$ cat src/ex_pkg.sv
package ex_pkg;

	parameter int XLEN = 64;
	parameter int WLEN = 32; // W-type operand width

	typedef logic [XLEN-1:0] data_t;
	typedef logic [XLEN-1:0] addr_t;
	typedef logic [4:0] reg_addr_t;
	typedef logic [11:0] b_imm_t; // offset bits 12:1
	typedef logic [5:0] shamt_t;

	typedef enum logic [4:0] {
		alu_add = 5'd0,
		alu_addw = 5'd1,
		alu_sll = 5'd2,
		alu_sllw = 5'd3,
		alu_sra = 5'd4,
		alu_sraw = 5'd5,
		alu_srl = 5'd6,
		alu_srlw = 5'd7,
		alu_and = 5'd8,
		alu_or = 5'd9,
		alu_xor = 5'd10,
		alu_slt = 5'd11,
		alu_sltu = 5'd12,
		alu_eq = 5'd13,
		alu_ne = 5'd14,
		alu_sge = 5'd15,
		alu_sgeu = 5'd16,
		alu_sub = 5'd17,
		alu_subw = 5'd18,
		alu_mul = 5'd19, // low half, unsigned
		alu_mulh = 5'd20, // high half, signed x signed
		alu_mulhu = 5'd21, // high half, unsigned
		alu_mulw = 5'd22 // low word, sign extended
	} alu_op_t;

	// 23 and up are unused, they yield zero

endpackage

$ cat src/ex_alu.sv
module ex_alu import ex_pkg::*; #(
	parameter int XLEN = ex_pkg::XLEN
) (
	input alu_op_t op,
	input data_t src_a,
	input data_t src_b,
	output data_t alu_result
);

	shamt_t shamt;
	logic [4:0] shamt_w;
	logic [WLEN-1:0] word_res;
	logic word_op;

	assign shamt = src_b[5:0];
	assign shamt_w = src_b[4:0]; // word shifts ignore bit 5

	always_comb begin
		word_res = '0;
		word_op = 1'b0;
		alu_result = '0; // mul and unused codes
		case (op)
			alu_add: alu_result = src_a + src_b;
			alu_sub: alu_result = src_a - src_b;
			alu_sll: alu_result = src_a << shamt;
			alu_srl: alu_result = src_a >> shamt;
			alu_sra: alu_result = $signed(src_a) >>> shamt;
			alu_and: alu_result = src_a & src_b;
			alu_or: alu_result = src_a | src_b;
			alu_xor: alu_result = src_a ^ src_b;
			alu_slt: begin
				alu_result = {{(XLEN-1){1'b0}}, $signed(src_a) < $signed(src_b)};
			end
			alu_sltu: begin
				alu_result = {{(XLEN-1){1'b0}}, src_a < src_b};
			end
			alu_eq: begin
				alu_result = {{(XLEN-1){1'b0}}, src_a == src_b};
			end
			alu_ne: begin
				alu_result = {{(XLEN-1){1'b0}}, src_a != src_b};
			end
			alu_sge: begin
				alu_result = {{(XLEN-1){1'b0}}, $signed(src_a) >= $signed(src_b)};
			end
			alu_sgeu: begin
				alu_result = {{(XLEN-1){1'b0}}, src_a >= src_b};
			end
			alu_addw: begin
				word_res = src_a[WLEN-1:0] + src_b[WLEN-1:0];
				word_op = 1'b1;
			end
			alu_subw: begin
				word_res = src_a[WLEN-1:0] - src_b[WLEN-1:0];
				word_op = 1'b1;
			end
			alu_sllw: begin
				word_res = src_a[WLEN-1:0] << shamt_w;
				word_op = 1'b1;
			end
			alu_srlw: begin
				word_res = src_a[WLEN-1:0] >> shamt_w;
				word_op = 1'b1;
			end
			alu_sraw: begin
				word_res = $signed(src_a[WLEN-1:0]) >>> shamt_w;
				word_op = 1'b1;
			end
			default: begin
				alu_result = '0;
			end
		endcase

		// W-type results are sign extended from bit 31
		if (word_op) begin
			alu_result = {{(XLEN-WLEN){word_res[WLEN-1]}}, word_res};
		end
	end

endmodule

$ cat src/ex_multiplier.sv
module ex_multiplier import ex_pkg::*; #(
	parameter int XLEN = ex_pkg::XLEN
) (
	input logic clk,
	input logic reset,
	input logic mul_start,
	input logic mul_signed_a,
	input logic mul_signed_b,
	input data_t mul_a,
	input data_t mul_b,
	input logic mul_take,
	output logic mul_busy,
	output logic mul_done,
	output data_t product_hi,
	output data_t product_lo
);

	localparam int CW = $clog2(XLEN + 1);

	typedef enum logic [1:0] {
		st_idle,
		st_run,
		st_done
	} state_t;

	state_t state;
	logic [2*XLEN-1:0] acc; // {partial sum, remaining multiplier bits}
	data_t mcand;
	logic neg;
	logic [CW-1:0] cnt;
	logic last_step;

	logic a_neg;
	logic b_neg;
	data_t abs_a;
	data_t abs_b;
	logic [XLEN:0] sum;

	assign a_neg = mul_signed_a & mul_a[XLEN-1];
	assign b_neg = mul_signed_b & mul_b[XLEN-1];
	assign abs_a = a_neg ? -mul_a : mul_a; // most negative stays as 2^(XLEN-1)
	assign abs_b = b_neg ? -mul_b : mul_b;

	// add multiplicand when current multiplier bit is set
	assign sum = {1'b0, acc[2*XLEN-1:XLEN]} + (acc[0] ? {1'b0, mcand} : '0);

	assign last_step = (cnt == CW'(XLEN)); // sign fixup cycle

	always_ff @(posedge clk) begin
		if (reset) begin
			state <= st_idle;
		end else begin
			case (state)
				st_idle: begin
					if (mul_start) begin
						state <= st_run;
					end
				end
				st_run: begin
					if (last_step) begin
						state <= st_done;
					end
				end
				st_done: begin
					if (mul_take) begin
						state <= st_idle;
					end
				end
				default: begin
					state <= st_idle;
				end
			endcase
		end
	end

	always_ff @(posedge clk) begin
		if (state == st_idle && mul_start) begin
			mcand <= abs_a;
			acc <= {{XLEN{1'b0}}, abs_b};
			neg <= a_neg ^ b_neg;
			cnt <= '0;
		end else if (state == st_run) begin
			if (last_step) begin
				if (neg) begin
					acc <= -acc;
				end
			end else begin
				acc <= {sum, acc[XLEN-1:1]};
			end
			cnt <= cnt + 1'b1;
		end
	end

	assign mul_busy = (state == st_run);
	assign mul_done = (state == st_done);
	assign product_hi = acc[2*XLEN-1:XLEN];
	assign product_lo = acc[XLEN-1:0];

endmodule

$ cat src/ex_control.sv
module ex_control import ex_pkg::*; #(
	parameter int XLEN = ex_pkg::XLEN
) (
	input logic clk,
	input logic reset,
	input logic in_valid,
	output logic in_ready,
	input addr_t pc,
	input alu_op_t op,
	input data_t src_a,
	input data_t src_b,
	input logic is_branch,
	input b_imm_t b_imm,
	input data_t store_data,
	input logic mem_write,
	input logic wb_sel,
	input logic reg_write,
	input reg_addr_t rd,
	input data_t alu_result,
	output logic mul_start,
	output logic mul_signed_a,
	output logic mul_signed_b,
	output data_t mul_a,
	output data_t mul_b,
	output logic mul_take,
	input logic mul_busy,
	input logic mul_done,
	input data_t product_hi,
	input data_t product_lo,
	output logic out_valid,
	input logic out_ready,
	output addr_t out_pc,
	output data_t out_result,
	output data_t out_store_data,
	output logic out_mem_write,
	output logic out_wb_sel,
	output logic out_reg_write,
	output reg_addr_t out_rd,
	output logic out_branch_taken,
	output addr_t out_branch_target
);

	logic is_mul;
	logic is_mulw;
	logic slot_free;
	logic xfer;
	data_t result;
	addr_t branch_target;
	logic branch_taken;

	assign is_mul = (op == alu_mul) || (op == alu_mulh) || (op == alu_mulhu) || is_mulw;
	assign is_mulw = (op == alu_mulw);

	assign slot_free = !out_valid || out_ready;

	// mul ops wait for the held product
	assign in_ready = is_mul ? (mul_done && slot_free) : slot_free;
	assign xfer = in_valid && in_ready;

	assign mul_start = in_valid && is_mul && !mul_busy && !mul_done;
	assign mul_take = xfer && is_mul;
	assign mul_signed_a = (op == alu_mulh) || is_mulw;
	assign mul_signed_b = (op == alu_mulh) || is_mulw;
	assign mul_a = is_mulw ? {{(XLEN-WLEN){src_a[WLEN-1]}}, src_a[WLEN-1:0]} : src_a;
	assign mul_b = is_mulw ? {{(XLEN-WLEN){src_b[WLEN-1]}}, src_b[WLEN-1:0]} : src_b;

	always_comb begin
		case (op)
			alu_mul: result = product_lo;
			alu_mulh: result = product_hi;
			alu_mulhu: result = product_hi;
			alu_mulw: result = {{(XLEN-WLEN){product_lo[WLEN-1]}}, product_lo[WLEN-1:0]};
			default: result = alu_result;
		endcase
	end

	assign branch_target = pc + {{(XLEN-13){b_imm[11]}}, b_imm, 1'b0};
	assign branch_taken = is_branch && (result != '0);

	// output slot control
	always_ff @(posedge clk) begin
		if (reset) begin
			out_valid <= 1'b0;
			out_mem_write <= 1'b0;
			out_reg_write <= 1'b0;
			out_branch_taken <= 1'b0;
		end else if (xfer) begin
			out_valid <= 1'b1;
			out_mem_write <= mem_write;
			out_reg_write <= reg_write;
			out_branch_taken <= branch_taken;
		end else if (out_ready) begin
			out_valid <= 1'b0; // drained, nothing new
		end
	end

	// payload
	always_ff @(posedge clk) begin
		if (xfer) begin
			out_pc <= pc;
			out_result <= result;
			out_store_data <= store_data;
			out_wb_sel <= wb_sel;
			out_rd <= rd;
			out_branch_target <= branch_target;
		end
	end

endmodule

$ cat src/ex_stage.sv
module ex_stage import ex_pkg::*; #(
	parameter int XLEN = ex_pkg::XLEN
) (
	input logic clk,
	input logic reset,
	input logic in_valid,
	output logic in_ready,
	input addr_t pc,
	input alu_op_t op,
	input data_t src_a,
	input data_t src_b,
	input logic is_branch,
	input b_imm_t b_imm,
	input data_t store_data,
	input logic mem_write,
	input logic wb_sel,
	input logic reg_write,
	input reg_addr_t rd,
	output logic out_valid,
	input logic out_ready,
	output addr_t out_pc,
	output data_t out_result,
	output data_t out_store_data,
	output logic out_mem_write,
	output logic out_wb_sel,
	output logic out_reg_write,
	output reg_addr_t out_rd,
	output logic out_branch_taken,
	output addr_t out_branch_target
);

	data_t alu_result;
	logic mul_start;
	logic mul_signed_a;
	logic mul_signed_b;
	data_t mul_a;
	data_t mul_b;
	logic mul_take;
	logic mul_busy;
	logic mul_done;
	data_t product_hi;
	data_t product_lo;

	ex_alu #(
		.XLEN(XLEN)
	) i_alu (
		.op(op),
		.src_a(src_a),
		.src_b(src_b),
		.alu_result(alu_result)
	);

	ex_multiplier #(
		.XLEN(XLEN)
	) i_multiplier (
		.clk(clk),
		.reset(reset),
		.mul_start(mul_start),
		.mul_signed_a(mul_signed_a),
		.mul_signed_b(mul_signed_b),
		.mul_a(mul_a),
		.mul_b(mul_b),
		.mul_take(mul_take),
		.mul_busy(mul_busy),
		.mul_done(mul_done),
		.product_hi(product_hi),
		.product_lo(product_lo)
	);

	ex_control #(
		.XLEN(XLEN)
	) i_control (
		.clk(clk),
		.reset(reset),
		.in_valid(in_valid),
		.in_ready(in_ready),
		.pc(pc),
		.op(op),
		.src_a(src_a),
		.src_b(src_b),
		.is_branch(is_branch),
		.b_imm(b_imm),
		.store_data(store_data),
		.mem_write(mem_write),
		.wb_sel(wb_sel),
		.reg_write(reg_write),
		.rd(rd),
		.alu_result(alu_result),
		.mul_start(mul_start),
		.mul_signed_a(mul_signed_a),
		.mul_signed_b(mul_signed_b),
		.mul_a(mul_a),
		.mul_b(mul_b),
		.mul_take(mul_take),
		.mul_busy(mul_busy),
		.mul_done(mul_done),
		.product_hi(product_hi),
		.product_lo(product_lo),
		.out_valid(out_valid),
		.out_ready(out_ready),
		.out_pc(out_pc),
		.out_result(out_result),
		.out_store_data(out_store_data),
		.out_mem_write(out_mem_write),
		.out_wb_sel(out_wb_sel),
		.out_reg_write(out_reg_write),
		.out_rd(out_rd),
		.out_branch_taken(out_branch_taken),
		.out_branch_target(out_branch_target)
	);

endmodule

$ cat config.mk
export PLATFORM = sky130hd
export DESIGN_NAME = ex_stage
export DESIGN_NICKNAME = d
export VERILOG_FILES = /design/src/ex_pkg.sv /design/src/ex_alu.sv /design/src/ex_multiplier.sv /design/src/ex_control.sv /design/src/ex_stage.sv
export SDC_FILE = /design/constraint.sdc
export NUM_CORES = 2
export LEC_CHECK = 0
export BUFFER_PORTS_ARGS = -buffer_cell sky130_fd_sc_hd__clkbuf_2
export CAP_MARGIN = 20
export CORE_ASPECT_RATIO = 1.2
export CORE_MARGIN = 2
export CORE_UTILIZATION = 45
export DETAILED_ROUTE_END_ITERATION = 10
export GPL_TIMING_DRIVEN = 1
export MAX_ROUTING_LAYER = met4
export PLACE_DENSITY_LB_ADDON = 0.25
export SLEW_MARGIN = 20
export SYNTH_ARGS = -nofsm -noshare
export SYNTH_HDL_FRONTEND = slang
export SYNTH_HIERARCHICAL = 1
export SYNTH_SLANG_ARGS = --single-unit
$ cat constraint.sdc
create_clock -name clk -period 7.57 [get_ports clk]
set_input_delay 0.757 -clock clk [delete_from_list [all_inputs] [get_ports clk]]
set_output_delay 0.757 -clock clk [all_outputs]
set_load 0.02 [all_outputs]
==> results.yml <==
status:
  status: "finished, final reports clean"
yosys:
  synth_ff_type: "edfxtp_1"
  syn_area_um2: 54800
  ys_ff_latch: 467
  synth_top_cells_by_count: "691 x nor2_1, 677 x a21oi_1, 633 x nand2_1"
  ys_types: 121
  synthArstFlopShare: 0
  synth_top_area_cell: "edfxtp_1"
  seq_area_frac_synth: 0.242
  synthTopCellsByArea: "edfxtp_1 21%, ha_1 8.2%, a21oi_1 6.2%"
  synth.most_common_cell: "nor2_1"
  ys_warn_count: 6
  synth-edff-count: 390
  synth_area_per_cell_um2: 7.92
  syn_nets: 7568
  synth_cells: 6917
  synth_top_cell_area_share: 0.214
cells_and_area:
  design_area_um2: 61400
  drive_gt1_frac: 0.164
  final_cells: 8984
  fillers: 11800
  finalNetCount: 7955
  fin_util: 0.507
  syn2layout_area_growth_pct: 12.1
placed_design:
  gp_congestion: 1.12
  port_buffers: 552
  dpl.hpwl_um: 232000
  dpl.cell_count: 8892
  postPlaceCellArea_um2: 59800
  dp_slack_ns: 0.144
sta:
  post-route-period-util: 0.915
  hold_viol_final: 0
  setup_viol: 0
  hold_ws_ns: 0.337
  layout_setup_ws_ns: 0.644
  max_freq_mhz: 144
  finalSetupTns_ns: 0
  period_needed_ns: 6.93
  fin_skew_ns: 0.0255
  relSlewSlack: 0.135
  rsz0062_at_grt: "false"
  tightest_slew_ns: 1.28
  maxSlewViolCount: 0
clock_network:
  path_clk_slew_ns: 0.07
  cts_resized: 0
  cts_setup_buffers: 0
  root_buffer: "clkbuf_16"
  clock_sinks: 467
  ctsHoldBuffers: 0
  insertion_delay_ns: 0.59
  cts_made_buffers: 42
  tritoncts: "done"
  cts.htree.levels: 2
  cts_max_path_buffers: 3
floorplan:
  die_y_um: 386
  io_pins: 553
  rows: 140
  start_util: 0.452
  core_um2: 121000
  die_x_um: 322
  die_area_um2: 124000
critical_path:
  crit_type: "input pin to flip-flop"
  cp_slowest_stage_delay_ns: 0.59
  cp_max_fo: 4
  cp.required_ns: 8.02
  crit_path_start_kind: "input pin"
  crit_family: "simple AND/OR/NAND/NOR gates"
  worstPathArrival_ns: 7.38
  critPathBufInv: 3
  worst_path_most_repeated_cell: "a21oi_1"
  critical_path.endpoint_type: "flip-flop"
  critical_path.slowest_cell: "or4_1"
power_and_ir_drop:
  ir_drop_mv: 0.195
  p_total_mw: 11.5
  power_per_cell_area_nw_per_um2: 187
  p_leak_nw: 25.4
global_route:
  overflow: 0
  grt_max_degree: 143
  antenna_found_initial: 16
  first_global_vias: 56400
  grt_pass1_wl_um: 405000
  grt_use_total: 0.460
drt:
  antenna_left: 0
  routed_wl_um: 290000
  drc: 0
  drt_iter0_drc: 8223
  drtPass1Iterations: 10
  vias: 61100
  wl_per_cell_um: 32.3
  vias_per_cell: 6.80
hold_path:
  hp-class: "input pin to flip-flop"
flow_run:
  cap_viol_max_count: 0
where the power goes:
group | switching, mW | leakage (nW) | internal, mW
combinational | 3.55 | 20.3 | 1.86
sequential | 0.506 | 4.34 | 3.20
clock | 1.04 | 0.727 | 1.32
total | 5.10 | 25.4 | 6.38
placed cells by master (no fill, tap or decap), types with 138 or more instances in the layout:
cell type	count
nor2_1	688
a21oi_1	677
nand2_1	631
clkbuf_2	546
o21ai_0	459
edfxtp_1	390
ha_1	360
buf_4	313
inv_1	261
a21o_1	213
xnor2_1	211
nor3_1	192
xor2_1	157
mux2i_1	138
layer usage:
layer  GRT usage  wire, µm  vias up  share of wire
li1            -         -    26700              -
met1       0.546    106000    29200           0.36
met2       0.699    127000     4274           0.44
met3      0.0939     32400      898           0.11
met4       0.321     25100        0          0.086
met5           -         0        -              0
cells by family (layout without fill, tap and decap cells):
logic type,after synthesis,in the layout,synth area share
compound gates,2379,2379,0.285
xor+xnor,369,369,0.0592
fa+ha+maj,365,365,0.0841
buf+inv,795,1216,0.0622
flops,467,467,0.242
mux,276,276,0.0696
other cells,0,13,0
simple gates,2266,2266,0.198
registers in the layout, indices dropped and copies added, names as in the netlist, 2 cells and up:
signal	count
i_multiplier/acc	128
i_control/out_pc	64
i_control/out_result	64
i_control/out_store_data	64
i_multiplier/mcand	64
i_control/out_branch_target	63
i_multiplier/cnt	7
i_control/out_rd	5
i_multiplier/state	2
area by class of cell:
cell class,instances,area (µm²),share of cell area
antenna,13,32.5,0.000530
clock buffer,51,1160,0.0189
clock inverter,27,332,0.00540
inverter,267,1010,0.0165
multi-input combinational,5655,38200,0.623
sequential,467,13300,0.216
tap,1633,2040,0.0333
timing repair buffer,871,5300,0.0864
worst paths after layout:
kind / start / endpoint / slack (ns) / cells after the start
worst min register to register: i_control/out_mem_write / i_control/out_mem_write / 0.46 / 2
worst min-delay path: store_data[41] / i_control/out_store_data[41] / 0.34 / 1
worst max-delay path: src_b[11] / i_control/out_branch_taken / 0.64 / 26
worst max register to register: i_multiplier/acc[0] / i_multiplier/acc[117] / 2.63 / 13
(Power assumes the default switching activity.)
